### config.mk
export PLATFORM = sky130hd
export DESIGN_NAME = dc_supervisor_top
export DESIGN_NICKNAME = d
export VERILOG_FILES = /design/src/hdl/dc_ctrl_pkg.sv /design/src/hdl/supervisor_if.sv /design/src/hdl/dc_command_ctrl.sv /design/src/hdl/reset_hold_gen.sv /design/src/hdl/lock_event_monitor.sv /design/src/hdl/status_led_driver.sv /design/src/hdl/dc_supervisor_top.sv
export SDC_FILE = /design/constraint.sdc
export NUM_CORES = 1
export LEC_CHECK = 0
export ABC_CLOCK_PERIOD_IN_PS = 2500
export BUFFER_PORTS_ARGS = -buffer_cell sky130_fd_sc_hd__buf_4
export CAP_MARGIN = 15
export CORE_AREA = 2 2 104 106
export DETAILED_ROUTE_END_ITERATION = 16
export DIE_AREA = 0 0 106 108
export GPL_ROUTABILITY_DRIVEN = 1
export PLACE_DENSITY = 0.75
export SETUP_SLACK_MARGIN = 0.1
export SKIP_CTS_REPAIR_TIMING = 1
export SKIP_LAST_GASP = 1
export SLEW_MARGIN = 10
export SYNTH_ARGS = -nofsm -noshare
export SYNTH_HDL_FRONTEND = slang
export SYNTH_SLANG_ARGS = --single-unit
### constraint.sdc
create_clock -name control_clock -period 2.5 [get_ports control_clock]
set_input_delay 0.125 -clock control_clock [delete_from_list [all_inputs] [get_ports control_clock]]
set_output_delay 0.125 -clock control_clock [all_outputs]
set_load 0.1 [all_outputs]
### src/hdl/dc_ctrl_pkg.sv
package dc_ctrl_pkg;

    //////////////////////////////////////////////////
    // widths and timing constants

    localparam int count_width = 16;
    localparam int num_counters = 3;

    // hold time of a reset output in control_clock cycles
    localparam int reset_hold_cycles = 64;
    localparam int hold_cnt_width = $clog2(reset_hold_cycles);
    localparam logic [hold_cnt_width-1:0] hold_load = hold_cnt_width'(reset_hold_cycles - 1);

    // led counter taps
    localparam int glow_slow_bit = 9;
    localparam int glow_fast_bit = 6;
    localparam int blink_bit = 8;
    localparam int led_cnt_width = glow_slow_bit + 1;

    //////////////////////////////////////////////////
    // host command set

    typedef enum logic [2:0] {
        op_nop           = 3'd0,
        op_reset_console = 3'd1,
        op_reset_opt     = 3'd2,
        op_set_led_mode  = 3'd3,
        op_read_count    = 3'd4,
        op_clear_counts  = 3'd5
    } cmd_op_t;

    typedef enum logic [1:0] {
        led_status         = 2'd0,
        led_follow_opt     = 2'd1,
        led_follow_console = 2'd2,
        led_off            = 2'd3
    } led_mode_t;

    typedef enum logic [1:0] {
        cnt_pll54_loss = 2'd0,
        cnt_hdmi_loss  = 2'd1,
        cnt_resync     = 2'd2
    } count_sel_t;

    typedef enum logic [1:0] {
        st_idle      = 2'd0,
        st_exec      = 2'd1,
        st_ack       = 2'd2,
        st_wait_drop = 2'd3
    } cmd_state_t;

endpackage

### src/hdl/supervisor_if.sv
interface supervisor_if;

    // from the command controller
    logic console_start;
    logic opt_start;
    logic clear_counts;
    dc_ctrl_pkg::led_mode_t led_mode;
    dc_ctrl_pkg::count_sel_t count_sel;

    // back from the datapath
    logic [dc_ctrl_pkg::count_width-1:0] count_value;
    logic console_active;
    logic opt_active;

    modport ctrl (
        output console_start, opt_start, clear_counts, led_mode, count_sel,
        input  count_value
    );

    modport monitor (input clear_counts, count_sel, output count_value);

    modport reset_ch (input console_start, opt_start, output console_active, opt_active);

    modport led (input led_mode, console_active, opt_active);

endinterface

### src/hdl/dc_command_ctrl.sv
module dc_command_ctrl (
    input  logic                                control_clock,
    input  logic                                reset_dc,
    input  logic                                cmd_req,
    input  dc_ctrl_pkg::cmd_op_t                cmd_op,
    input  logic [7:0]                          cmd_arg,
    output logic                                cmd_ack,
    output logic [dc_ctrl_pkg::count_width-1:0] rsp_data,
    supervisor_if.ctrl                          bus
);

    dc_ctrl_pkg::cmd_state_t state;
    logic req_q;

    // counter select comes straight from the argument byte
    assign bus.count_sel = dc_ctrl_pkg::count_sel_t'(cmd_arg[1:0]);

    //////////////////////////////////////////////////
    // handshake FSM

    always_ff @(posedge control_clock) begin
        if (reset_dc) begin
            state             <= dc_ctrl_pkg::st_idle;
            req_q             <= 1'b0;
            cmd_ack           <= 1'b0;
            bus.console_start <= 1'b0;
            bus.opt_start     <= 1'b0;
            bus.clear_counts  <= 1'b0;
            bus.led_mode      <= dc_ctrl_pkg::led_status;
        end else begin
            req_q <= cmd_req;

            // ack follows the state one cycle late
            cmd_ack <= (state == dc_ctrl_pkg::st_ack) ||
                       (state == dc_ctrl_pkg::st_wait_drop);

            // pulses last one cycle only
            bus.console_start <= 1'b0;
            bus.opt_start     <= 1'b0;
            bus.clear_counts  <= 1'b0;

            case (state)
                dc_ctrl_pkg::st_idle: begin
                    if (req_q) begin
                        state <= dc_ctrl_pkg::st_exec;
                    end
                end
                dc_ctrl_pkg::st_exec: begin
                    state <= dc_ctrl_pkg::st_ack;
                    case (cmd_op)
                        dc_ctrl_pkg::op_reset_console: begin
                            bus.console_start <= 1'b1;
                        end
                        dc_ctrl_pkg::op_reset_opt: begin
                            bus.opt_start <= 1'b1;
                        end
                        dc_ctrl_pkg::op_set_led_mode: begin
                            bus.led_mode <= dc_ctrl_pkg::led_mode_t'(cmd_arg[1:0]);
                        end
                        dc_ctrl_pkg::op_clear_counts: begin
                            bus.clear_counts <= 1'b1;
                        end
                        // nop and read only acknowledge here
                        default: begin
                        end
                    endcase
                end
                dc_ctrl_pkg::st_ack: begin
                    state <= dc_ctrl_pkg::st_wait_drop;
                end
                dc_ctrl_pkg::st_wait_drop: begin
                    if (!req_q) begin
                        state <= dc_ctrl_pkg::st_idle;
                    end
                end
                default: begin
                    state <= dc_ctrl_pkg::st_idle;
                end
            endcase
        end
    end

    //////////////////////////////////////////////////
    // read response, stable before ack rises

    always_ff @(posedge control_clock) begin
        if ((state == dc_ctrl_pkg::st_exec) && (cmd_op == dc_ctrl_pkg::op_read_count)) begin
            rsp_data <= bus.count_value;
        end
    end

endmodule

### src/hdl/reset_hold_gen.sv
module reset_hold_gen #(
    parameter bit is_console = 1'b0
) (
    input  logic           control_clock,
    input  logic           reset_dc,
    supervisor_if.reset_ch bus
);

    logic start;
    logic active;
    logic [dc_ctrl_pkg::hold_cnt_width-1:0] hold_cnt;

    assign start = is_console ? bus.console_start : bus.opt_start;

    // console channel also holds after power-on reset
    always_ff @(posedge control_clock) begin
        if (reset_dc) begin
            active   <= is_console;
            hold_cnt <= is_console ? dc_ctrl_pkg::hold_load : '0;
        end else if (start) begin
            active   <= 1'b1;
            hold_cnt <= dc_ctrl_pkg::hold_load;
        end else if (hold_cnt != '0) begin
            hold_cnt <= hold_cnt - 1'b1;
        end else begin
            active <= 1'b0;
        end
    end

    generate
        if (is_console) begin : g_console
            assign bus.console_active = active;
        end else begin : g_opt
            assign bus.opt_active = active;
        end
    endgenerate

endmodule

### src/hdl/lock_event_monitor.sv
module lock_event_monitor (
    input  logic          control_clock,
    input  logic          reset_dc,
    input  logic          pll54_locked,
    input  logic          pll_hdmi_locked,
    input  logic          resync_flag,
    output logic          pll_hdmi_good,
    output logic          resync_active,
    supervisor_if.monitor bus
);

    logic [2:0] async_in;
    logic [2:0] sync_meta;
    logic [2:0] sync_q;
    logic [2:0] sync_prev;
    logic [dc_ctrl_pkg::num_counters-1:0] events;
    logic [dc_ctrl_pkg::count_width-1:0] counts [dc_ctrl_pkg::num_counters];

    // bit order matches count_sel_t
    assign async_in = {resync_flag, pll_hdmi_locked, pll54_locked};

    //////////////////////////////////////////////////
    // two-flop synchronizers plus edge history

    always_ff @(posedge control_clock) begin
        if (reset_dc) begin
            sync_meta <= '0;
            sync_q    <= '0;
            sync_prev <= '0;
        end else begin
            sync_meta <= async_in;
            sync_q    <= sync_meta;
            sync_prev <= sync_q;
        end
    end

    // lock loss on falling lock, resync on rising flag
    assign events[0] = sync_prev[0] & ~sync_q[0];
    assign events[1] = sync_prev[1] & ~sync_q[1];
    assign events[2] = ~sync_prev[2] & sync_q[2];

    assign pll_hdmi_good = sync_q[1];
    assign resync_active = sync_q[2];

    //////////////////////////////////////////////////
    // saturating event counters

    always_ff @(posedge control_clock) begin
        if (reset_dc || bus.clear_counts) begin
            for (int i = 0; i < dc_ctrl_pkg::num_counters; i++) begin
                counts[i] <= '0;
            end
        end else begin
            for (int i = 0; i < dc_ctrl_pkg::num_counters; i++) begin
                if (events[i] && (counts[i] != '1)) begin
                    counts[i] <= counts[i] + 1'b1;
                end
            end
        end
    end

    always_comb begin
        case (bus.count_sel)
            dc_ctrl_pkg::cnt_pll54_loss: bus.count_value = counts[0];
            dc_ctrl_pkg::cnt_hdmi_loss:  bus.count_value = counts[1];
            dc_ctrl_pkg::cnt_resync:     bus.count_value = counts[2];
            default:                     bus.count_value = '0;
        endcase
    end

endmodule

### src/hdl/status_led_driver.sv
module status_led_driver (
    input  logic      control_clock,
    input  logic      reset_dc,
    input  logic      pll_hdmi_good,
    input  logic      resync_active,
    input  logic      hdmi_ready,
    supervisor_if.led bus,
    output logic      status_led_out,
    output logic      status_led_oe
);

    logic [dc_ctrl_pkg::led_cnt_width-1:0] led_cnt;
    logic slow_on;
    logic fast_on;
    logic dim_on;
    logic blink_on;

    // triangle glow: level ramps up then down, compared with a 3-bit phase
    function automatic logic tri_glow(
        input logic [dc_ctrl_pkg::led_cnt_width-1:0] cnt,
        input int unsigned                           pos
    );
        logic [2:0] level;
        level = cnt[pos-1 -: 3];
        if (!cnt[pos]) begin
            level = ~level;
        end
        return level > cnt[2:0];
    endfunction

    assign slow_on  = tri_glow(led_cnt, dc_ctrl_pkg::glow_slow_bit);
    assign fast_on  = tri_glow(led_cnt, dc_ctrl_pkg::glow_fast_bit);
    // one cycle in eight
    assign dim_on   = (led_cnt[2:0] == 3'd0);
    assign blink_on = fast_on & led_cnt[dc_ctrl_pkg::blink_bit];

    //////////////////////////////////////////////////
    // mode mux, LED lit when driven low

    always_ff @(posedge control_clock) begin
        if (reset_dc) begin
            led_cnt        <= '0;
            status_led_out <= 1'b1;
            status_led_oe  <= 1'b0;
        end else begin
            led_cnt <= led_cnt + 1'b1;
            case (bus.led_mode)
                dc_ctrl_pkg::led_status: begin
                    status_led_oe <= 1'b1;
                    if (!pll_hdmi_good) begin
                        status_led_out <= ~dim_on;
                    end else if (resync_active) begin
                        status_led_out <= ~blink_on;
                    end else if (hdmi_ready) begin
                        status_led_out <= 1'b0;
                    end else begin
                        status_led_out <= ~slow_on;
                    end
                end
                dc_ctrl_pkg::led_follow_opt: begin
                    status_led_oe  <= bus.opt_active;
                    status_led_out <= ~bus.opt_active;
                end
                dc_ctrl_pkg::led_follow_console: begin
                    status_led_oe  <= bus.console_active;
                    status_led_out <= ~bus.console_active;
                end
                default: begin
                    // released
                    status_led_oe  <= 1'b0;
                    status_led_out <= 1'b1;
                end
            endcase
        end
    end

endmodule

### src/hdl/dc_supervisor_top.sv
module dc_supervisor_top (
    input  logic                                control_clock,
    input  logic                                reset_dc,

    // host command port
    input  logic                                cmd_req,
    input  dc_ctrl_pkg::cmd_op_t                cmd_op,
    input  logic [7:0]                          cmd_arg,
    output logic                                cmd_ack,
    output logic [dc_ctrl_pkg::count_width-1:0] rsp_data,

    // async status from the video side
    input  logic                                pll54_locked,
    input  logic                                pll_hdmi_locked,
    input  logic                                resync_flag,
    input  logic                                hdmi_ready,

    // open-drain pins, oe high pulls low
    output logic                                console_nreset_oe,
    output logic                                opt_nreset_oe,
    output logic                                status_led_out,
    output logic                                status_led_oe
);

    logic pll_hdmi_good;
    logic resync_active;

    supervisor_if sup_bus ();

    dc_command_ctrl i_dc_command_ctrl (
        .control_clock (control_clock),
        .reset_dc      (reset_dc),
        .cmd_req       (cmd_req),
        .cmd_op        (cmd_op),
        .cmd_arg       (cmd_arg),
        .cmd_ack       (cmd_ack),
        .rsp_data      (rsp_data),
        .bus           (sup_bus.ctrl)
    );

    //////////////////////////////////////////////////
    // reset channels

    reset_hold_gen #(.is_console(1'b1)) i_console_reset (
        .control_clock (control_clock),
        .reset_dc      (reset_dc),
        .bus           (sup_bus.reset_ch)
    );

    reset_hold_gen #(.is_console(1'b0)) i_opt_reset (
        .control_clock (control_clock),
        .reset_dc      (reset_dc),
        .bus           (sup_bus.reset_ch)
    );

    assign console_nreset_oe = sup_bus.console_active;
    assign opt_nreset_oe     = sup_bus.opt_active;

    lock_event_monitor i_lock_event_monitor (
        .control_clock   (control_clock),
        .reset_dc        (reset_dc),
        .pll54_locked    (pll54_locked),
        .pll_hdmi_locked (pll_hdmi_locked),
        .resync_flag     (resync_flag),
        .pll_hdmi_good   (pll_hdmi_good),
        .resync_active   (resync_active),
        .bus             (sup_bus.monitor)
    );

    status_led_driver i_status_led_driver (
        .control_clock  (control_clock),
        .reset_dc       (reset_dc),
        .pll_hdmi_good  (pll_hdmi_good),
        .resync_active  (resync_active),
        .hdmi_ready     (hdmi_ready),
        .bus            (sup_bus.led),
        .status_led_out (status_led_out),
        .status_led_oe  (status_led_oe)
    );

endmodule

==> flow_summary_export.csv, run 1 <==
group,metric,value,unit
worst_hold_path,worstHoldStart,"hdmi_ready",
floorplanning,die-area,11450,µm²
clocking,h-tree-depth,3,
setup_path,reg2reg_from,"i_lock_event_monitor.counts[0][16]$_SDFFCE_PN0P_",
sta,tightest_slew,0.5630,ns
synthesis,synth_top_area_cell,"edfxtp_1",
floorplanning,chipWidth,106,µm
drt,finalWirelength,11230,µm
synthesis,async_reset_ff_share,0,%
pwr,vdd_ir_drop_max,513.4,µV
synthesis,synth_edf_count,64,
finish,fin_cells,720,
setup_path,worst_setup_path_start_kind,"flop",
clocking,cts_tree,"yes",
clocking,root_buffer,"clkbuf_8",
sta,layout_setup_ws,0.1926,ns
drt,drt_iter0_markers,225,
finish,diodes,0,
setup_path,regToRegSetupSlack,0.19,ns
synthesis,seq_area_frac_synth,50.77,%
drt,wl_per_cell,15.60,µm
sta,setup_viol,0,
setup_path,rr_worst_depth,6,
placement,dp_cells,696,
finish,drive_gt1_share,12.33,%
floorplanning,dieHeight,108,µm
sta,fmax,433.4,MHz
worst_hold_path,hold_path.class,"in2reg",
drt,vias,4111,
finish,nets,617,
pwr,power_density,645.6,nW/µm²
placement,io_buffers,32,
synthesis,ys_warn_count,0,
setup_path,crit_type,"reg2reg",
sta,rsz0062_at_grt,"false",
clocking,cts_sinks,108,
job,drv_cap,0,
clocking,clkTransAtPathRegs,0.10,ns
sta,drv_slew,0,
synthesis,synth_flop_cell,"edfxtp_1",
worst_hold_path,whs_endpoint,"i_status_led_driver.status_led_out$_SDFF_PP1_",
global_route,grt_pass1_vias,3901,
global_route,antenna_found_initial,0,
sta,slew_headroom,62.47,%
placement,gp_congestion,0.8735,
setup_path,critPathCaptureType,"flop",
floorplanning,core,10230,µm²
global_route,grt_pass1_wl,18270,µm
drt,ant_nets,0,
finish,syn2layout_area_growth,12.92,%
floorplanning,start_util,53.96,%
drt,first_pass_iters,4,
setup_path,path_max_fanout,11,
global_route,grt_usage,19.96,%
global_route,grt_start_max_net_pins,41,
drt,drt-vias-per-instance,5.710,
sta,hold_violations,0,
synthesis,synth.avg_cell_area,10.28,µm²
synthesis,ys_ff_latch,108,
placement,dp_slack,0.2104,ns
synthesis,syn-cell-area,5520,µm²
sta,fin_crit,2.307,ns
outcome,outcome,"completed",
sta,fin_tns_setup,0,ns
sta,finalCritPeriodShare,92.30,%
drt,drc,0,
synthesis,synth_top_cell_area_share,34.81,%
floorplanning,fp-row-count,37,
setup_path,arrival,2.43,ns
clocking,clk_latency,0.38,ns
clocking,cts_buffers,9,
synthesis,syn_nets,575,
setup_path,r2r-end,"i_lock_event_monitor.counts[0][29]$_SDFFCE_PN0P_",
pwr,power_leakage,2.274,nW
setup_path,critical_path_required,2.62,ns
synthesis,synthCells,537,
worst_hold_path,min_path_cells,4,
floorplanning,ios,39,
synthesis,synthDistinctLibCells,45,
clocking,clockBufferDepth,2,
synthesis,ys_top_cells_by_area,"edfxtp_1, dfxtp_1, xnor2_1",
sta,fin_skew,0.02033,ns
global_route,grt_overflow_total,0,
placement,place_hpwl,7779,µm
==> state kept, by name (all words and copies together), names as in the netlist, 2 cells and up <==
signal and flops:
i_lock_event_monitor.counts 48, i_dc_command_ctrl.rsp_data 16, i_status_led_driver.led_cnt 10, i_console_reset.hold_cnt 6
i_opt_reset.hold_cnt 6, i_lock_event_monitor.sync_meta 3, i_lock_event_monitor.sync_prev 3, i_lock_event_monitor.sync_q 3
i_dc_command_ctrl.bus.led_mode 2, i_dc_command_ctrl.state 2
==> per-stage QoR <==
stage,power [mW],hold slack [ns],util [%],cell area [µm²]
after floorplan,2.869,0.1974,-,5520
after global placement,3.029,0.3207,58.44,5979
after detailed placement,3.072,0.3210,58.44,5979
after CTS,4.036,-0.08517,60.14,6153
after global routing,4.224,0.1601,60.93,6233
final,4.025,0.1339,60.93,6233
==> synth_stat cells (2+ instances only) <==
library cell / count
or4_1: 2
clkbuf_1: 14
buf_6: 2
nand4b_1: 2
dfxtp_1: 44
nor2_1: 33
nor4b_1: 3
nand4_1: 14
and2_1: 2
nand2b_1: 2
nand3_1: 25
a21oi_1: 12
or3_1: 10
buf_4: 2
edfxtp_1: 64
buf_2: 8
nor3_1: 13
nand2_1: 40
a32oi_1: 7
o21ai_1: 11
o21ai_0: 21
nor2b_1: 16
mux2i_1: 22
ha_1: 20
xor2_1: 15
a31oi_1: 42
and3_1: 5
nor4_1: 7
nand3b_1: 3
xnor2_1: 36
inv_1: 26
==> metal layers <==
| metal | wire (µm) | track usage (%) | vias up | part of all wire [%] |
|---|---|---|---|---|
| met2 | 5626 | 34.24 | 92 | 50 |
| li1 | - | - | 2047 | - |
| met1 | 4991 | 24.97 | 1955 | 44 |
| met4 | 239 | 9.586 | 0 | 2.1 |
| met3 | 376 | 2.893 | 17 | 3.3 |
| met5 | 0 | 0 | - | 0 |
==> worst max-delay path, stage by stage, from the launching register on <==
cell and delay (ns):
edfxtp_1 0.43, ha_1 0.21, and3_1 0.32, nand2_1 0.17, o31ai_4 0.50, buf_4 0.28, a32oi_1 0.12
==> power by group <==
group | leakage, nW | switching [mW] | internal, mW
combinational | 1.17 | 0.508 | 0.336
clock | 0.0942 | 0.613 | 0.370
sequential | 1.01 | 0.146 | 2.05
==> how the worst max path moves through the flow <==
stage	start	to	slack, ns	cells past startpoint
after global routing	i_lock_event_monitor.counts[0][16]$_SDFFCE_PN0P_	i_lock_event_monitor.counts[0][29]$_SDFFCE_PN0P_	0.11	6
after CTS	i_lock_event_monitor.counts[0][16]$_SDFFCE_PN0P_	i_lock_event_monitor.counts[0][29]$_SDFFCE_PN0P_	0.19	6
after global placement	i_lock_event_monitor.counts[0][16]$_SDFFCE_PN0P_	i_lock_event_monitor.counts[0][30]$_SDFFCE_PN0P_	0.30	6
after floorplan	i_lock_event_monitor.counts[0][0]$_SDFFCE_PN0P_	i_lock_event_monitor.counts[0][0]$_SDFFCE_PN0P_	0.12	7
after detailed placement	i_lock_event_monitor.counts[0][16]$_SDFFCE_PN0P_	i_lock_event_monitor.counts[0][29]$_SDFFCE_PN0P_	0.21	6
final	i_lock_event_monitor.counts[0][16]$_SDFFCE_PN0P_	i_lock_event_monitor.counts[0][29]$_SDFFCE_PN0P_	0.19	6
==> cell usage in the layout (no fill, tap or decap), drive strengths merged, types with 4 or more instances in the layout <==
| master | synthesis | routed |
|---|---|---|
| a31oi | 42 | 42 |
| dfxtp | 44 | 44 |
| nor4 | 7 | 7 |
| clkbuf | 14 | 9 |
| ha | 20 | 20 |
| nand3 | 26 | 26 |
| mux2i | 22 | 22 |
| a32oi | 7 | 7 |
| nand2 | 40 | 40 |
| edfxtp | 64 | 64 |
| nor3 | 13 | 13 |
| buf | 12 | 49 |
| a21oi | 12 | 12 |
| inv | 26 | 29 |
| xor2 | 15 | 15 |
| or3 | 10 | 10 |
| nor2b | 16 | 16 |
| dlygate4sd3 | 0 | 8 |
| o21ai | 33 | 33 |
| xnor2 | 36 | 36 |
| clkinv | 0 | 4 |
| nand4 | 14 | 14 |
| nor2 | 33 | 33 |
| and3 | 5 | 5 |
==> cells by family (layout without fill, tap and decap cells) <==
group                      Yosys count  in the layout  synth area share (%)
and+or+nand+nor                    182            182                 17.09
DFF                                108            108                 50.77
AOI/OAI and AO/OA                  101            101                 11.20
buffers and inverters               52             99                 4.125
xor gates and xnor gates            51             51                 8.092
muxes                               23             23                 4.193
adders and majority gates           20             20                 4.533
==> final cells by class <==
class / instances / area (µm²)
tap: 136 / 170.2
timing repair buffer: 57 / 485.5
inverter: 26 / 97.59
clock buffer: 9 / 123.9
fill: 824 / 3998
sequential: 108 / 2803
multi-input combinational: 377 / 2504
clock inverter: 7 / 50.05
(Power assumes the default switching activity.)
==> run 2, diff against run 1 <==
ABC_AREA = 1   (was not set)
CORE_AREA = 2 2 103 105   (was 2 2 104 106)
DIE_AREA = 0 0 105 107   (was 0 0 106 108)
PLACE_DENSITY = 0.76   (was 0.75)
==> flow_summary_export.csv, run 2 <==
group,metric,value,unit
outcome,outcome,"completed",
synthesis,synth_flop_cell,"edfxtp_1",
setup_path,regToRegSetupSlack,0.45,ns
finish,layout_commonest_cell,"nor2_1",
global_route,grt_usage,20.97,%
synthesis,syn_nets,676,
drt,drt-vias-per-instance,5.200,
synthesis,syn-cell-area,5463,µm²
drt,drt_iter0_markers,305,
placement,dp_slack,0.4726,ns
setup_path,critPathCaptureType,"flop",
setup_path,rr_worst_depth,9,
global_route,grt_pass1_vias,4027,
synthesis,synthDistinctLibCells,30,
drt,ant_nets,0,
worst_hold_path,worstHoldStart,"cmd_op[0]",
clocking,h-tree-depth,3,
floorplanning,chipWidth,105,µm
setup_path,crit_type,"reg2reg",
finish,multiInputGateArea,2261,µm²
setup_path,r2r-end,"i_lock_event_monitor.counts[0][44]$_SDFFCE_PN0P_",
pwr,power_leakage,2.496,nW
finish,fillers,862,
synthesis,synth.avg_cell_area,8.562,µm²
global_route,use_met1,26.68,%
setup_path,crit_buf_inv,1,
drt,vias,4264,
worst_hold_path,hold_path.class,"in2reg",
setup_path,reg2reg_from,"i_lock_event_monitor.counts[0][32]$_SDFFCE_PN0P_",
clocking,clkTransAtPathRegs,0.10,ns
floorplanning,start_util,54.13,%
sta,slew_headroom,41.08,%
sta,fin_tns_setup,0,ns
floorplanning,die-area,11240,µm²
pwr,power_density,672.9,nW/µm²
setup_path,critPathSlowestCell,"edfxtp_1",
drt,wl_per_cell,13.25,µm
drt,drc,0,
finish,regMostFlops,"i_lock_event_monitor.counts",
finish,nets,717,
finish,diodes,0,
clocking,root_buffer,"clkbuf_8",
setup_path,arrival,2.18,ns
global_route,grt_overflow_total,0,
clocking,clk_latency,0.38,ns
global_route,use_met2,35.67,%
floorplanning,ios,39,
synthesis,synth_top_area_cell,"edfxtp_1",
global_route,antenna_found_initial,0,
finish,reg_top3,"i_lock_event_monitor.counts x48, i_dc_command_ctrl.rsp_data x16, i_status_led_driver.led_cnt x10",
worst_hold_path,min_path_cells,3,
finish,register_area,2803,µm²
finish,drive_gt1_share,8.480,%
sta,tightest_slew,0.8806,ns
finish,largest_register_ffs,48,
synthesis,ys_top_cells_by_area,"edfxtp_1, dfxtp_1, nor2_1",
setup_path,crit_top_cell,"nor2_1",
global_route,grtUsageMet3,3.951,%
drt,finalWirelength,10870,µm
sta,finalCritPeriodShare,81.95,%
synthesis,synth_common_cells,"nor2_1, nand2_1, inv_1",
setup_path,worst_setup_path_start_kind,"flop",
clocking,cts_buffers,9,
synthesis,yosysMostFrequentCell,"nor2_1",
sta,hold_violations,0,
floorplanning,dieHeight,107,µm
finish,layout_common_cells,"nor2_1, nand2_1, inv_1",
global_route,grt_pass1_wl,18570,µm
setup_path,path_max_fanout,37,
synthesis,synth_top_cell_area_share,35.18,%
drt,first_pass_iters,7,
setup_path,slowest_delay,0.42,ns
placement,place_hpwl,7997,µm
synthesis,ys_ff_latch,108,
floorplanning,core,10090,µm²
synthesis,synth_edf_count,64,
sta,fin_crit,2.049,ns
synthesis,async_reset_ff_share,0,%
finish,syn2layout_area_growth,12.73,%
job,drv_cap,0,
placement,io_buffers,32,
placement,gp_congestion,0.9118,
synthesis,synthCells,638,
sta,drv_slew,0,
sta,setup_viol,0,
clocking,cts_tree,"yes",
synthesis,seq_area_frac_synth,51.31,%
pwr,vdd_ir_drop_max,427.1,µV
global_route,grt_start_max_net_pins,38,
sta,layout_setup_ws,0.4512,ns
floorplanning,fp-row-count,37,
sta,rsz0062_at_grt,"false",
global_route,busiest_layer,"met2",
worst_hold_path,whs_endpoint,"i_dc_command_ctrl.bus.console_start$_SDFF_PP0_",
sta,fmax,488.1,MHz
clocking,clockBufferDepth,2,
setup_path,path_cells,"ha_1 > nand2_1 > nor2_1 > nand2_1 > nor2_1 > nor3_1 > nor2_2 > buf_12 > nor2_1",
setup_path,critical_path_required,2.63,ns
synthesis,ys_warn_count,0,
sta,fin_skew,0.01048,ns
setup_path,crit_family,"simple AND/OR/NAND/NOR gates",
clocking,cts_sinks,108,
-- run 2: changes by cell type after synthesis, moves of 16 or more --
cell     change
xor2_1      +18
nor2b_1     -16
nand2_1     +79
a31oi_1     -41
xnor2_1     -21
inv_1       +61
nor2_1      +89
mux2i_1     -22
-- run 2: worst max-delay path by stage --
stage | startpoint | end | slack, ns | cells past startpoint
2_1_floorplan | i_dc_command_ctrl.state[1]$_SDFFE_PP0P_ | i_dc_command_ctrl.rsp_data[0]$_DFFE_PP_ | 0.32 | 4
5_1_grt | i_lock_event_monitor.counts[0][32]$_SDFFCE_PN0P_ | i_lock_event_monitor.counts[0][39]$_SDFFCE_PN0P_ | 0.27 | 9
4_1_cts | i_lock_event_monitor.counts[0][32]$_SDFFCE_PN0P_ | i_lock_event_monitor.counts[0][44]$_SDFFCE_PN0P_ | 0.46 | 9
3_5_place_dp | i_lock_event_monitor.counts[0][32]$_SDFFCE_PN0P_ | i_lock_event_monitor.counts[0][44]$_SDFFCE_PN0P_ | 0.47 | 9
6_report | i_lock_event_monitor.counts[0][32]$_SDFFCE_PN0P_ | i_lock_event_monitor.counts[0][44]$_SDFFCE_PN0P_ | 0.45 | 9
3_3_place_gp | i_lock_event_monitor.counts[0][32]$_SDFFCE_PN0P_ | i_lock_event_monitor.counts[0][39]$_SDFFCE_PN0P_ | 0.56 | 9
-- run 2: final cells by class --
cell class                      instances  area share (%)
Clock inverter                          4          0.6095
Clock buffer                           12           3.230
Multi-Input combinational cell        428           36.71
Inverter                               88           5.364
Timing Repair Buffer                   44           5.811
Sequential cell                       108           45.51
Tap cell                              136           2.763
-- run 2: stage by stage --
stage          instances  power (mW)  area, µm²  hold slack (ns)  utilization [%]
4_1_cts              814       4.159       6098         -0.09167            60.43
5_1_grt              820       4.356       6158          0.06595            61.02
6_report             820       4.144       6158          0.05012            61.02
3_3_place_gp         798       2.936       5862           0.3159            58.08
2_1_floorplan        638       2.784       5463           0.2023                -
3_5_place_dp         798       2.979       5862           0.3207            58.08
-- run 2: power by group --
group	total, mW	switching (mW)	internal, mW
sequential	2.16	0.118	2.04
combinational	0.797	0.534	0.263
clock	1.19	0.594	0.596
total	4.14	1.25	2.90
-- run 2: cell families (layout without fill, tap and decap cells) --
logic type | after synthesis | after routing | synth area share (%)
AND/OR/NAND/NOR | 306 | 306 | 22.90
flip-flops | 108 | 108 | 51.31
buffers and inverters | 102 | 148 | 7.398
AO/OA/AOI/OAI | 54 | 54 | 6.115
XOR/XNOR | 48 | 48 | 7.696
adder cells (fa/ha/maj) | 20 | 20 | 4.581
-- run 2: tightest hold or removal path, delay by kind of cell --
kind / cells / cell delay (ns)
AND/OR/NAND/NOR: 2 / 0.14
buffers and inverters: 1 / 0.13
-- run 2: metal layers --
metal / vias up / routed length, µm
met3: 21 / 602
met5: - / 0
met1: 1979 / 4715
li1: 2149 / -
met2: 115 / 5299
met4: 0 / 248
==> run 3, diff against run 2 <==
ABC_CLOCK_PERIOD_IN_PS = 2100   (was 2500)
CORE_AREA = 2 2 99 101   (was 2 2 103 105)
DIE_AREA = 0 0 101 103   (was 0 0 105 107)
PLACE_DENSITY = 0.78   (was 0.76)
clock period = 2.1 ns   (was 2.5 ns; I/O delays follow)
==> flow_summary_export.csv, run 3 (synthesized netlist as in run 2, its figures left out) <==
group,metric,value,unit
finish,nets,734,
finish,regMostFlops,"i_lock_event_monitor.counts",
clocking,root_buffer,"clkbuf_8",
sta,finalCritPeriodShare,97.24,%
pwr,vdd_ir_drop_max,565.8,µV
outcome,outcome,"completed",
finish,syn2layout_area_growth,16.15,%
clocking,clockBufferDepth,2,
clocking,clk_latency,0.38,ns
floorplanning,chipWidth,101,µm
sta,rsz0062_at_grt,"false",
drt,ant_nets,0,
finish,drive_gt1_share,12.27,%
setup_path,worst_setup_path_start_kind,"flop",
global_route,grt_pass1_vias,4079,
pwr,power_leakage,2.589,nW
floorplanning,fp-row-count,36,
floorplanning,core,9459,µm²
finish,layout_commonest_cell,"nor2_1",
setup_path,path_max_fanout,12,
job,drv_cap,0,
setup_path,arrival,2.16,ns
sta,drv_slew,0,
drt,drt_iter0_markers,357,
sta,slew_headroom,42.84,%
clocking,h-tree-depth,3,
placement,place_hpwl,8065,µm
sta,tightest_slew,0.8542,ns
clocking,clkTransAtPathRegs,0.11,ns
global_route,grt_usage,22.67,%
finish,largest_register_ffs,48,
global_route,grt_pass1_wl,18600,µm
clocking,cts_sinks,108,
sta,fmax,489.7,MHz
sta,fin_tns_setup,0,ns
drt,finalWirelength,12450,µm
drt,drc,0,
finish,reg_top3,"i_lock_event_monitor.counts x48, i_dc_command_ctrl.rsp_data x16, i_status_led_driver.led_cnt x10",
sta,fin_crit,2.042,ns
floorplanning,dieHeight,103,µm
global_route,antenna_found_initial,0,
placement,io_buffers,32,
drt,vias,4439,
placement,dp_cells,778,
worst_hold_path,hold_path.class,"in2reg",
global_route,grt_start_max_net_pins,49,
drt,wl_per_cell,15.27,µm
floorplanning,die-area,10400,µm²
setup_path,critPathCaptureType,"flop",
global_route,grt_overflow_total,0,
sta,hold_violations,0,
clocking,cts_buffers,9,
drt,first_pass_iters,8,
setup_path,crit_type,"reg2reg",
pwr,power_density,770.4,nW/µm²
clocking,cts_tree,"yes",
setup_path,critical_path_required,2.22,ns
finish,diodes,0,
floorplanning,ios,39,
sta,setup_viol,0,
finish,fin_cells,815,
finish,layout_common_cells,"nor2_1, nand2_1, inv_1",
drt,drt-vias-per-instance,5.447,
sta,fin_skew,0.01681,ns
floorplanning,start_util,57.75,%
placement,gp_congestion,0.9014,
==> run 3: cell types whose count changed in the layout (fill, tap and decap cells not counted), sizes merged <==
cell,previous run,this run
buf,38,52
bufinv,1,0
dlygate4sd3,6,7
inv,89,92
==> run 3: layout make-up <==
cell class / instances / area, µm²
repair buffers: 61 / 550.5
well taps: 114 / 142.6
clock buffers: 10 / 148.9
clock inverters: 6 / 48.80
fillers: 731 / 3114
inverters: 88 / 330.3
multi-input cells: 428 / 2321
flip-flops and latches: 108 / 2803
==> run 3: worst paths after layout <==
kind | start | end | slack [ns] | cells after the start
setup reg to reg | i_lock_event_monitor.counts[0][32]$_SDFFCE_PN0P_ | i_lock_event_monitor.counts[0][2]$_SDFFCE_PN0P_ | 0.06 | 10
setup / recovery | i_lock_event_monitor.counts[0][32]$_SDFFCE_PN0P_ | i_lock_event_monitor.counts[0][2]$_SDFFCE_PN0P_ | 0.06 | 10
hold reg to reg | i_lock_event_monitor.sync_meta[1]$_SDFF_PP0_ | i_lock_event_monitor.sync_q[1]$_SDFF_PP0_ | 0.41 | 2
hold / removal | cmd_op[1] | i_dc_command_ctrl.bus.console_start$_SDFF_PP0_ | 0.03 | 4
==> run 3: where the power goes <==
group | internal (mW) | total [mW] | switching, mW
combinational | 0.352 | 1.03 | 0.678
clock | 0.525 | 1.29 | 0.766
sequential | 2.43 | 2.57 | 0.140
total | 3.30 | 4.89 | 1.58
==> run 3: through the flow <==
| stage | utilization (%) | power (mW) | hold WS, ns | setup slack (ns) | instance area (µm²) |
|---|---|---|---|---|---|
| 3_3_place_gp | 61.88 | 3.503 | 0.2984 | 0.1393 | 5853 |
| 5_1_grt | 67.08 | 5.117 | 0.03851 | 0.01729 | 6345 |
| 3_5_place_dp | 61.88 | 3.564 | 0.3062 | 0.06364 | 5853 |
| 2_1_floorplan | - | 3.315 | 0.1823 | 0.3021 | 5472 |
| 4_1_cts | 63.97 | 4.819 | -0.09802 | 0.03076 | 6051 |
| 6_report | 67.08 | 4.888 | 0.02745 | 0.05789 | 6345 |
==> run 3: per-layer routing <==
| metal | share of wire (%) | global-route usage (%) | up-vias |
|---|---|---|---|
| met3 | 6.3 | 2.780 | 37 |
| met4 | 2.7 | 7.173 | 0 |
| met5 | 0 | 0 | - |
| li1 | - | - | 2180 |
| met1 | 41 | 29.10 | 2039 |
| met2 | 50 | 40.26 | 183 |
==> run 3: worst max-delay path, cell delays in order (launching register included) <==
cell and delay, ns:
edfxtp_1 0.44, ha_2 0.25, nand2_1 0.09, nor2_1 0.20
nand2_2 0.13, nor2_4 0.17, nor3_2 0.07, nor2_4 0.10
buf_12 0.14, buf_8 0.15, nor2_1 0.05
